==> src/hdl/l2_port_pkg.sv <==
package l2_port_pkg;

    // where the buffered request came from
    localparam logic [1:0] src_none      = 2'd0;
    localparam logic [1:0] src_icache    = 2'd1;
    localparam logic [1:0] src_dcache_rd = 2'd2;
    localparam logic [1:0] src_dcache_wr = 2'd3;

    ////////////////////////////////////////////////////////////////////
    // main FSM states
    ////////////////////////////////////////////////////////////////////
    localparam logic [3:0] st_idle         = 4'd0;
    localparam logic [3:0] st_lookup       = 4'd1;
    localparam logic [3:0] st_check_dirty  = 4'd2;
    localparam logic [3:0] st_check_dirty1 = 4'd3;
    localparam logic [3:0] st_writeback    = 4'd4;
    localparam logic [3:0] st_refill_req   = 4'd5;
    localparam logic [3:0] st_refill_wait  = 4'd6;
    localparam logic [3:0] st_refill_write = 4'd7;

endpackage

==> src/hdl/l2_geom_pkg.sv <==
package l2_geom_pkg;

    ////////////////////////////////////////////////////////////////////
    // ways and sets
    ////////////////////////////////////////////////////////////////////
    localparam int num_ways = 4;
    localparam int way_w    = 2;   // way number
    localparam int num_sets = 16;
    localparam int index_w  = 4;   // set index, address bits 7:4

    ////////////////////////////////////////////////////////////////////
    // words and blocks
    ////////////////////////////////////////////////////////////////////
    localparam int words_per_block = 4;
    localparam int word_sel_w      = 2;   // address bits 3:2
    localparam int word_w          = 32;
    localparam int block_w         = words_per_block * word_w;

    // what is left of the address above index and block offset
    localparam int tag_w = word_w - index_w - word_sel_w - 2;

endpackage
==> src/hdl/l2_fsm_main.sv <==
`timescale 1ns/10ps

module l2_fsm_main (
    input  logic                             clk,
    input  logic                             rstn,
    input  logic                             icache_req,
    input  logic                             dcache_req,
    input  logic [1:0]                       src,
    input  logic [l2_geom_pkg::num_ways-1:0] hit,
    input  logic                             dirty,
    input  logic [l2_geom_pkg::way_w-1:0]    victim,
    input  logic                             mem_addr_ok_r,
    input  logic                             mem_addr_ok_w,
    input  logic                             mem_data_ok,
    output logic                             buf_we,
    output logic                             icache_addr_ok,
    output logic                             dcache_addr_ok,
    output logic                             icache_data_ok,
    output logic                             dcache_data_ok,
    output logic                             mem_req_r,
    output logic                             mem_req_w,
    output logic                             mem_rdy,
    output logic [l2_geom_pkg::num_ways-1:0] use_way,
    output logic [l2_geom_pkg::num_ways-1:0] way_we,
    output logic                             refill,
    output logic                             tag_we,
    output logic [l2_geom_pkg::way_w-1:0]    dirty_way,
    output logic                             dirty_set,
    output logic                             dirty_clr,
    output logic [l2_geom_pkg::way_w-1:0]    rd_way,
    output logic                             ret_sel,
    output logic                             mem_addr_sel
);
    import l2_geom_pkg::*;
    import l2_port_pkg::*;

    logic [3:0]       state;
    logic [3:0]       next_state;
    logic [way_w-1:0] vway;      // victim held through writeback and refill
    logic [way_w-1:0] hit_way;
    logic             is_read;

    assign is_read = (src == src_icache) || (src == src_dcache_rd);

    always_comb begin
        hit_way = '0;
        for (int w = num_ways - 1; w >= 0; w--) begin
            if (hit[w])
                hit_way = w[way_w-1:0];   // lowest way wins
        end
    end

    ////////////////////////////////////////////////////////////////////
    // state and victim registers
    ////////////////////////////////////////////////////////////////////
    always_ff @(posedge clk) begin
        if (!rstn)
            state <= st_idle;
        else
            state <= next_state;
    end

    always_ff @(posedge clk) begin
        if (state == st_lookup && !(|hit))
            vway <= victim;
    end

    always_comb begin
        case (state)
            st_idle:         next_state = (dcache_req || icache_req) ? st_lookup : st_idle;
            st_lookup:       next_state = (|hit) ? st_idle : st_check_dirty;
            st_check_dirty:  next_state = st_check_dirty1;
            st_check_dirty1: next_state = dirty ? st_writeback : st_refill_req;
            st_writeback:    next_state = mem_addr_ok_w ? st_refill_req : st_writeback;
            st_refill_req:   next_state = mem_addr_ok_r ? st_refill_wait : st_refill_req;
            st_refill_wait: begin
                if (!mem_data_ok)
                    next_state = st_refill_wait;
                else
                    next_state = is_read ? st_idle : st_refill_write;
            end
            default:         next_state = st_idle;   // refill_write included
        endcase
    end

    ////////////////////////////////////////////////////////////////////
    // per-state strobes
    ////////////////////////////////////////////////////////////////////
    always_comb begin
        buf_we         = 1'b0;
        icache_addr_ok = 1'b0;
        dcache_addr_ok = 1'b0;
        icache_data_ok = 1'b0;
        dcache_data_ok = 1'b0;
        mem_req_r      = 1'b0;
        mem_req_w      = 1'b0;
        mem_rdy        = 1'b0;
        use_way        = '0;
        way_we         = '0;
        refill         = 1'b0;
        tag_we         = 1'b0;
        dirty_way      = vway;
        dirty_set      = 1'b0;
        dirty_clr      = 1'b0;
        rd_way         = vway;
        ret_sel        = 1'b0;
        mem_addr_sel   = 1'b0;
        case (state)
            st_idle: begin
                buf_we = 1'b1;
                if (dcache_req)
                    dcache_addr_ok = 1'b1;
                else if (icache_req)
                    icache_addr_ok = 1'b1;
            end
            st_lookup: begin
                rd_way    = hit_way;
                dirty_way = hit_way;
                if (|hit) begin
                    use_way[hit_way] = 1'b1;
                    if (src == src_dcache_wr) begin
                        way_we[hit_way] = 1'b1;
                        dirty_set       = 1'b1;
                    end
                    icache_data_ok = (src == src_icache);
                    dcache_data_ok = (src == src_dcache_rd);
                end
            end
            st_writeback: begin
                mem_req_w    = 1'b1;
                mem_addr_sel = 1'b1;            // victim tag on the bus
                dirty_clr    = mem_addr_ok_w;   // block has left with the request
            end
            st_refill_req: begin
                mem_req_r = 1'b1;
            end
            st_refill_wait: begin
                mem_rdy = 1'b1;
                if (mem_data_ok) begin
                    refill  = 1'b1;
                    tag_we  = 1'b1;
                    ret_sel = 1'b1;
                    if (is_read)
                        use_way[vway] = 1'b1;
                    icache_data_ok = (src == src_icache);
                    dcache_data_ok = (src == src_dcache_rd);
                end
            end
            st_refill_write: begin
                way_we[vway]  = 1'b1;   // merge the store into the new block
                use_way[vway] = 1'b1;
                dirty_set     = 1'b1;
            end
            default: ;
        endcase
    end

endmodule

==> config.mk <==
export PLATFORM = sky130hd
export DESIGN_NAME = l2_fsm_main
export DESIGN_NICKNAME = d
export VERILOG_FILES = /design/src/hdl/l2_port_pkg.sv /design/src/hdl/l2_geom_pkg.sv /design/src/hdl/l2_fsm_main.sv
export SDC_FILE = /design/constraint.sdc
export NUM_CORES = 1
export LEC_CHECK = 0
export BUFFER_PORTS_ARGS = -buffer_cell sky130_fd_sc_hd__buf_2
export CAP_MARGIN = 20
export CELL_PAD_IN_SITES_DETAIL_PLACEMENT = 1
export CELL_PAD_IN_SITES_GLOBAL_PLACEMENT = 1
export CORE_AREA = 10 10 58 60
export DETAILED_ROUTE_END_ITERATION = 8
export DIE_AREA = 0 0 68 70
export GPL_ROUTABILITY_DRIVEN = 0
export PLACE_DENSITY_LB_ADDON = 0.1
export SLEW_MARGIN = 20
export SYNTH_ARGS = -nofsm -noshare
export SYNTH_HDL_FRONTEND = slang
export SYNTH_SLANG_ARGS = --single-unit
export TNS_END_PERCENT = 50
==> constraint.sdc <==
create_clock -name clk -period 2.04 [get_ports clk]
set_clock_uncertainty 0.15 [all_clocks]
set_input_delay 0.306 -clock clk [delete_from_list [all_inputs] [get_ports clk]]
set_output_delay 0.306 -clock clk [all_outputs]
set_load 0.05 [all_outputs]
Yosys cells after proc, flatten, opt, wreduce, memory -nomap -nowiden
Cells that the tools add are included.

operators by class
  mux-type cells = 45
  equal/unequal tests = 10
  order comparisons = 4
  reductions and logical operators = 8

operators by type and width
  operator                                                               count
  1-bit two-way mux                                                      23
  3-bit one-hot mux with 7 select lines                                  1
  4-bit two-way mux                                                      5
  4-bit by 3-bit == test with 1-bit output, second input constant        4
  2-bit two-way mux                                                      7
  4-bit one-hot mux with 3 select lines                                  1
  4-bit by 2-bit == test with 1-bit output, second input constant        2
  4-bit one-hot mux with 2 select lines                                  1
  2-bit by 3-bit < comparator with 1-bit output, second input constant   2
  3-bit two-way mux                                                      2
  1-bit one-hot mux with 2 select lines                                  3
  1-bit demux with 2-bit select                                          2
  2-bit == test, second input constant                                   2
  4-bit by 1-bit == test with 1-bit output, second input constant        1
  2-bit by 1-bit >= comparator with 1-bit output, second input constant  2
  4-bit zero test                                                        1
  4-bit OR reduction                                                     1
  1-bit logical AND                                                      3
  2-bit by 1-bit == test with 1-bit output, second input constant        1
  1-bit logical OR                                                       2
  1-bit zero test                                                        1

storage, ports and cells
  bits of input ports = 16
  output and inout bits = 26
  word-level logic and storage cells = 69
  register bits = 6

Logic depth before layout (Yosys ltp)
Gate-level depths: netlist of run 1.

  depth after elaboration = 11
  mapped depth = 6
  mapped depth without buffers = 6

Worst setup path before layout of run 1
OpenSTA, ideal clock, no wires.

  path kind = register -> output
  from = register state[2]
  to = output port dirty_clr
  cell stages (with the launch flop) = 4
  data arrival time = 2,387 ps
  data required time = 1,584 ps
  slack = -803 ps
  path buffers = 1
  cell sequence = dfxtp_1 buf_2 nor3b_1 and2_1

between the ends
  word-level cells in the longest chain between the ends = 2

RTL lines
  element                                   line                text
  from (decl)                               l2_fsm_main.sv:37   logic [3:0] state;
  from (signal assigned)                    l2_fsm_main.sv:58   state <= st_idle;
  from (signal assigned)                    l2_fsm_main.sv:60   state <= next_state;
  4-bit by 3-bit == test with 1-bit output  l2_fsm_main.sv:108  case (state)
  1-bit two-way mux                         l2_fsm_main.sv:108
  to (decl)                                 l2_fsm_main.sv:29   output logic dirty_clr,

Every way passes these cells.

Final worst setup path of run 1
  from = register state[2]
  to = output port dirty_way[0] (netlist name)

between the ends
  word-level cells in the longest chain between the ends = 2

RTL lines
  element                                   line                text
  4-bit by 1-bit == test with 1-bit output  l2_fsm_main.sv:108
  2-bit two-way mux                         l2_fsm_main.sv:108
  to (decl)                                 l2_fsm_main.sv:27   output logic [l2_geom_pkg::way_w-1:0] dirty_way,

Every way passes these cells.

==> impl_metrics.ini, run 1 <==
[route]
wl_mm = 2.45
drtPass1Iterations = 4
drt-vias-per-instance = 4.85
drc = 0
wire_per_inst_um = 15.5
vias = 766
ant_nets = 0
drtIter0Drc = 25

[placed_design]
io_buffers = 41
place_hpwl_mm = 1.88
place_inst = 149

[yosys]
synth_cells = 82
synth_edf_count = 2
netlist_top_cells_area = dfxtp_1, edfxtp_1, nand2_1, and2_1, buf_4
ys_seq_area_share_pct = 20.2
yosysTopAreaCell = dfxtp_1
synth_nets = 101
ys_ff_latch = 5
syn_area_per_cell_um2 = 7.25
syn_area_um2 = 594
yosysMostFrequentCell = nand2_1
synthArstFlopShare_pct = 0
ys_types = 27
synth_top_cell_area_share_pct = 10.1
ys_warn_count = 0
synth_flop_cell = dfxtp_1
synth_commonest_cells = nand2_1, and2_1, o22ai_1

[finish]
layout.nets = 148
diodes = 0
fin_cells = 158
fillCellCount = 301
synthToLayoutAreaGrowth_pct = 77.7
drive_gt1_share_pct = 57.0
final_core_util_pct = 45.1
ff_latch_area_um2 = 124
multi_input_area_um2 = 494

[setup_path]
worstPathRequired_ns = 1.58
end_kind = primary output
worstPathMaxFanout = 8
critical_path.cell_chain = or3b_4 > buf_4 > o21ai_4 > buf_6
cp_slowest_stage_delay_ns = 0.45
path_delay_family = simple AND/OR/NAND/NOR gates
rrSetupSlack_ns = 0.62
regToRegStartpoint = state[2]
cp.arrival_ns = 1.55
crit_path_start = state[2]
start_kind = flip-flop
critical_path_class = reg -> out
critPathSlowestCell = or3b_4
crit_buf_inv = 2

[global_routing]
first_global_vias = 824
grt-ovfl-total = 0
grt_max_degree = 14
grt_antenna_before_repair = 0
grt_pass1_wl_mm = 3.61
track_usage_pct = 9.17

[min_path]
min-delay-start = victim[0]
min_path_type = in -> reg

[clocking]
h-tree-depth = 1
clkLatencyLatePin_ns = 0.24
clk_path_buf_depth = 2
clk_pin_slew_worst_paths_ns = 0.05
cts.sinks = 5
ctsHoldBuffers = 0
cts_root_buf = clkbuf_4
cts_made_buffers = 3
cts_tree = yes

[timing]
max_freq_mhz = 500
slew_viol_final = 0
tightest_slew_ns = 0.367
grt_setup_unrepaired = true
finalSetupViolations = 0
slew_headroom_pct = 75.3
period_share_pct = 98.1
hold_viol = 0
period_needed_ns = 2.00

[die]
fp.dieArea_mm2 = 0.00476
fp.dieW_um = 68
ioPinCount = 42
die_h_um = 70
rows = 18
initial_core_util_pct = 25.4
core_area_mm2 = 0.00234

[power_and_ir_drop]
ir_drop_mv = 0.272
p_per_area_mw_per_mm2 = 401
p_leak_nw = 0.493

[flow_run]
maxCapViolCount = 0

[status]
run_status = complete, no violations
==> per-layer routing <==
layer	part of all wire, %	vias up	track usage (%)	wire length [um]
li1	-	379	-	-
met1	36	356	9.38	892
met2	55	31	16.5	1340
met3	9.0	0	4.31	221
met4	0	0	1.34	0
met5	0	-	0	0
==> logic make-up after synthesis <==
group	synth area share, %
simple gates	36.8
buf+inv	11.6
compound gates	25.1
flops	20.2
fa+ha+maj	6.32
==> state kept, by name (all words and copies together) (netlist names) <==
register  cells
state         3
vway          2
==> final timing paths <==
| check | to | depth (start not counted) |
|---|---|---|
| setup reg to reg | state[0] | 5 |
| setup / recovery | dirty_way[0] | 4 |
| hold / removal | vway[0] | 1 |
| hold reg to reg | state[2] | 3 |
==> stage by stage <==
stage / area, um2 / setup WS, ns / power, W / setup TNS, ns / hold slack (ns)
6_report: 1060 / 0.0382 / 0.000424 / 0 / 0.0945
5_1_grt: 1060 / -0.0648 / 0.000459 / -0.241 / 0.0788
4_1_cts: 922 / -0.00467 / 0.000398 / -0.00467 / 0.0812
3_5_place_dp: 851 / 0.00744 / 0.000272 / 0 / 0.338
3_3_place_gp: 851 / 0.0315 / 0.000271 / 0 / 0.332
2_1_floorplan: 628 / -0.345 / 0.000224 / -1.76 / 0.255
==> repair_timing <==
item / CTS / global route
endpoints found under the setup margin: 15 / 15
setup buffers: 0 / 5
gates resized for setup: 15 / 33
hold endpoints to repair: 0 / 0
pin swaps: 0 / 1
==> power by group <==
group	switching [W]	leakage (nW)	total, W	internal, W
registers	0.00000224	0.0433	0.000108	0.000106
clock network	0.0000432	0.0150	0.000117	0.0000741
logic	0.000123	0.435	0.000199	0.0000761
total	0.000168	0.493	0.000424	0.000256
==> layout make-up <==
type                            count  area share [%]
Tap cell                           30            3.55
Clock buffer                        4            2.49
Multi-Input combinational cell     65            46.8
Sequential cell                     5            11.7
Inverter                            3            1.07
Timing Repair Buffer               51            34.4
==> placed cells by master (no fill, tap or decap), drive strengths merged <==
cell | netlist | routed
and3b | 2 | 2
o21ai | 7 | 7
inv | 3 | 3
nand2 | 14 | 14
o22ai | 6 | 6
nand3b | 1 | 1
and2 | 6 | 6
nand3 | 1 | 1
o21bai | 1 | 1
clkbuf | 0 | 4
buf | 9 | 51
ha | 3 | 3
or3b | 1 | 1
o32ai | 3 | 3
edfxtp | 2 | 2
nor3 | 2 | 2
a211oi | 2 | 2
nor2 | 4 | 4
a21boi | 1 | 1
nand2b | 3 | 3
nor4 | 1 | 1
dfxtp | 3 | 3
nor3b | 2 | 2
nor2b | 3 | 3
o2bb2ai | 1 | 1
a21oi | 1 | 1
No activity file was read; power rests on OpenSTA's default activity.
==> inputs of run 2 (changes only) <==
--- a/config.mk
+++ b/config.mk
@@ -9,13 +9,14 @@
 export CAP_MARGIN = 20
 export CELL_PAD_IN_SITES_DETAIL_PLACEMENT = 1
 export CELL_PAD_IN_SITES_GLOBAL_PLACEMENT = 1
-export CORE_AREA = 10 10 58 60
+export CORE_AREA = 10 10 59 61
 export DETAILED_ROUTE_END_ITERATION = 8
-export DIE_AREA = 0 0 68 70
+export DIE_AREA = 0 0 69 71
 export GPL_ROUTABILITY_DRIVEN = 0
 export PLACE_DENSITY_LB_ADDON = 0.1
+export RECOVER_POWER = 50
 export SLEW_MARGIN = 20
 export SYNTH_ARGS = -nofsm -noshare
 export SYNTH_HDL_FRONTEND = slang
 export SYNTH_SLANG_ARGS = --single-unit
-export TNS_END_PERCENT = 50
+export TNS_END_PERCENT = 30
==> constraint.sdc (replaced) <==
create_clock -name clk -period 2 [get_ports clk]
set_clock_uncertainty 0.15 [all_clocks]
set_input_delay 0.3 -clock clk [delete_from_list [all_inputs] [get_ports clk]]
set_output_delay 0.3 -clock clk [all_outputs]
set_load 0.05 [all_outputs]
==> run 2 against run 1 <==
First-iteration DRC count is 28% higher. Global-route usage down 0.23 points. Largest cell class unchanged. Wire length down 6.3%.
==> impl_metrics.ini, run 2 (synthesis gave the netlist of run 1 again) <==
[setup_path]
critPathSlowestCell = dfxtp_1
end_kind = primary output
crit_path_frequent_cell = buf_6
cp.arrival_ns = 1.50
regToRegStartpoint = state[2]
worstPathMaxFanout = 7
critical_path.cell_chain = buf_6 > nand2_1 > o21bai_2 > o32ai_2 > buf_6
worstPathRequired_ns = 1.55
start_kind = flip-flop
crit_path_start = state[1]
path_delay_family = compound AO/OA/AOI/OAI gates
critical_path_class = reg -> out
crit_buf_inv = 2
cp_slowest_stage_delay_ns = 0.33

[route]
ant_nets = 0
drt-vias-per-instance = 4.87
wire_per_inst_um = 14.5
drtPass1Iterations = 4
drtIter0Drc = 32
vias = 770
wl_mm = 2.30
drc = 0

[global_routing]
grt_max_degree = 14
first_global_vias = 790
grt-ovfl-total = 0
grt_antenna_before_repair = 0
grt_pass1_wl_mm = 3.78
track_usage_pct = 8.93

[timing]
slew_viol_final = 0
finalSetupViolations = 0
worst_slack_ns = 0.0487
hold_viol = 0
tightest_slew_ns = 0.313
period_share_pct = 97.6
grt_setup_unrepaired = true
period_needed_ns = 1.95
max_freq_mhz = 512
slew_headroom_pct = 78.9

[finish]
layout.nets = 148
drive_gt1_share_pct = 53.9
reg.largest.list = state: 3 flops, vway: 2 flops
largest_reg_flops = 3
largest-register = state
fillCellCount = 328
diodes = 0
synthToLayoutAreaGrowth_pct = 70.5
multi_input_area_um2 = 470
mostFrequentLayoutCell = buf_2
ff_latch_area_um2 = 121
fin_cells = 158
final_cell_mix = buf_2, nand2_1, buf_4, clkbuf_4, buf_6
finalInstanceArea_mm2 = 0.00101

[die]
initial_core_util_pct = 24.9
rows = 18
core_area_mm2 = 0.00239
fp.dieArea_mm2 = 0.00490
ioPinCount = 42
fp.dieW_um = 69
die_h_um = 71

[power_and_ir_drop]
p_leak_nw = 0.484
p_per_area_mw_per_mm2 = 406
ir_drop_mv = 0.302

[clocking]
cts_root_buf = clkbuf_4
clk_path_buf_depth = 2
cts_made_buffers = 3
clkLatencyLatePin_ns = 0.24
cts.sinks = 5
cts_tree = yes
h-tree-depth = 1
clk_pin_slew_worst_paths_ns = 0.05

[status]
run_status = complete, no violations

[placed_design]
place_hpwl_mm = 1.91
io_buffers = 41
place_inst = 151
placed_area_um2 = 867
pre_cts_ws_ns = -0.0490

[min_path]
min-delay-start = victim[1]
min_path_type = in -> reg

[flow_run]
maxCapViolCount = 0
## run 2: worst register-to-register path, stage by stage (launching register included)
cell and delay [ns]:
dfxtp_1 0.38, buf_4 0.21, nor3_1 0.07, o32ai_1 0.29, nor2_1 0.07, a211oi_1 0.22
## run 2: stage by stage
step | power (W) | util (%) | setup TNS (ns) | hold WS (ns)
2_1_floorplan | 0.000229 | - | -2.16 | 0.249
3_3_place_gp | 0.000279 | 36.3 | 0 | 0.327
3_5_place_dp | 0.000280 | 36.3 | -0.0490 | 0.329
4_1_cts | 0.000410 | 39.7 | -0.0407 | 0.0713
5_1_grt | 0.000446 | 42.5 | -0.192 | 0.0588
6_report | 0.000412 | 42.5 | 0 | 0.0786
## run 2: timing repair
item                       4_1_cts  5_1_grt
gates cloned                     0        0
setup endpoints to repair       15       16
pin swaps                        1        0
gates resized for setup         18       13
setup buffers                    0        3
hold buffers                     0        0
## run 2: worst paths after layout
| kind | to | cells after the start | slack [ns] |
|---|---|---|---|
| max reg2reg | state[0] | 5 | 0.51 |
| max | use_way[0] | 5 | 0.05 |
| min reg2reg | state[2] | 3 | 0.47 |
| min | vway[1] | 1 | 0.08 |
## run 2: where the power goes
group          switching, W  total, W  internal (W)
Sequential       0.00000208  0.000112      0.000109
Clock             0.0000417  0.000117     0.0000754
Combinational      0.000118  0.000183     0.0000653
## run 2: per-layer routing
layer | global-route usage, % | wire, um
met3 | 4.74 | 224
met2 | 15.3 | 1130
met5 | 0 | 0
met1 | 9.70 | 939
met4 | 1.34 | 0
## run 2: cell type report
| cell class | count | area share (%) |
|---|---|---|
| Multi-Input combinational cell | 65 | 46.4 |
| Inverter | 3 | 1.11 |
| Timing Repair Buffer | 51 | 34.2 |
| Tap cell | 30 | 3.70 |
| Sequential cell | 5 | 12.0 |
| Clock buffer | 4 | 2.59 |
==> inputs of run 3 (changes only) <==
--- a/config.mk
+++ b/config.mk
@@ -14,7 +14,6 @@
 export DIE_AREA = 0 0 69 71
 export GPL_ROUTABILITY_DRIVEN = 0
 export PLACE_DENSITY_LB_ADDON = 0.1
-export RECOVER_POWER = 50
 export SLEW_MARGIN = 20
 export SYNTH_ARGS = -nofsm -noshare
 export SYNTH_HDL_FRONTEND = slang
==> run 3 against run 2 <==
Non-clock buffer count stayed put. Final cell count stayed put. Sequential share of layout area stayed put. Utilization stayed put. Total power hardly changed. Critical endpoint unchanged. Design area stayed put. Critical path depth stayed put. Register-to-register slack hardly changed. Highest routed layer unchanged.
==> impl_metrics.ini, run 3 (synthesis gave the netlist of run 1 again) <==
[timing]
tightest_slew_ns = 0.313
fin_hold_ws_ns = 0.0786
period_needed_ns = 1.95
grt_setup_unrepaired = true
finalSetupViolations = 0
slew_headroom_pct = 78.9
period_share_pct = 97.6
hold_viol = 0
slew_viol_final = 0
max_freq_mhz = 513

[die]
initial_core_util_pct = 24.9
fp.dieArea_mm2 = 0.00490
die_h_um = 71
rows = 18
core_area_mm2 = 0.00239
fp.dieW_um = 69
ioPinCount = 42

[setup_path]
rr_worst_depth = 5
start_kind = flip-flop
end_kind = primary output
worstPathMaxFanout = 7
cp.arrival_ns = 1.50
worstPathRequired_ns = 1.55
critical_path_class = reg -> out

[clocking]
cts.sinks = 5
clkLatencyLatePin_ns = 0.24
clk_path_buf_depth = 2
ctsHoldBuffers = 0
h-tree-depth = 1
cts_root_buf = clkbuf_4
cts_made_buffers = 3
cts_tree = yes
clk_pin_slew_worst_paths_ns = 0.05

[global_routing]
grt-ovfl-total = 0
track_usage_pct = 8.93
grt_pass1_wl_mm = 3.78
grt_max_degree = 14
first_global_vias = 790
grt_antenna_before_repair = 0

[placed_design]
place_hpwl_mm = 1.91
io_buffers = 41

[finish]
synthToLayoutAreaGrowth_pct = 70.5
final_core_util_pct = 42.5
diodes = 0
drive_gt1_share_pct = 53.9
reg.largest.list = state: 3 flops, vway: 2 flops
largest_reg_flops = 3
mostFrequentLayoutCell = buf_2
final_cell_mix = buf_2, buf_4, nand2_1, clkbuf_4, buf_6
largest-register = state
layout.nets = 148

[status]
run_status = complete, no violations

[route]
vias = 770
drtPass1Iterations = 4
ant_nets = 0
wire_per_inst_um = 14.5
wl_mm = 2.29
drt-vias-per-instance = 4.87
drc = 0
drtIter0Drc = 35

[power_and_ir_drop]
p_per_area_mw_per_mm2 = 407
p_leak_nw = 0.486
ir_drop_mv = 0.302
p_total_w = 0.000412

[min_path]
min_path_type = in -> reg
whs_path_depth = 1

[flow_run]
maxCapViolCount = 0
## run 3: cell count changes in the layout (fill, tap and decap cells not counted)
cell      before  now
and2_1         4    5
clkbuf_4       9    8
buf_4         13   14
and2_0         1    0
## run 3: repair_timing
action                     4_1_cts  5_1_grt
pin swaps                        1        0
resized for setup               18       13
gates cloned                     0        0
setup buffers                    0        3
setup endpoints to repair       15       16
## run 3: metal layers
layer  track usage (%)  up-vias  wire length [um]
met5                 0        -                 0
met4              1.34        0                 0
met3              4.74        0               224
met2              15.3       34              1130
met1              9.70      358               938
li1                  -      378                 -
## run 3: path summary, 6_finish.rpt
path	slack [ns]	startpoint	endpoint
worst max-delay path	0.05	state[1]	use_way[0]
worst max register to register	0.51	state[2]	state[0]
worst min register to register	0.47	state[1]	state[2]
worst min-delay path	0.08	victim[1]	vway[1]
## run 3: power breakdown
group          internal, W  total (W)  switching, W
Clock            0.0000754   0.000117     0.0000417
Sequential        0.000109   0.000112    0.00000208
Combinational    0.0000654   0.000183      0.000118
## run 3: worst max-delay path, stage by stage (launching register included)
cell and delay (ns):
dfxtp_1 0.33, buf_6 0.13, nand2_1 0.09, o21bai_2 0.25, o32ai_2 0.25, buf_6 0.20
## run 3: metrics by stage
stage / setup WS, ns / std cells / setup TNS [ns] / instance area [um2]
global route: -0.0374 / 158 / -0.182 / 1010
finish: 0.0490 / 158 / 0 / 1010
detailed placement: -0.0490 / 151 / -0.0490 / 867
CTS: -0.0407 / 155 / -0.0407 / 948
floorplan: -0.379 / 82 / -2.16 / 629
global placement: 0.0119 / 151 / 0 / 867
## run 3: layout make-up
type,instances,area [um2]
clock buffer,4,26.3
fill,328,1370
inverter,3,11.3
multi-input combinational,65,470
sequential,5,121
tap,30,37.5
timing repair buffer,51,347
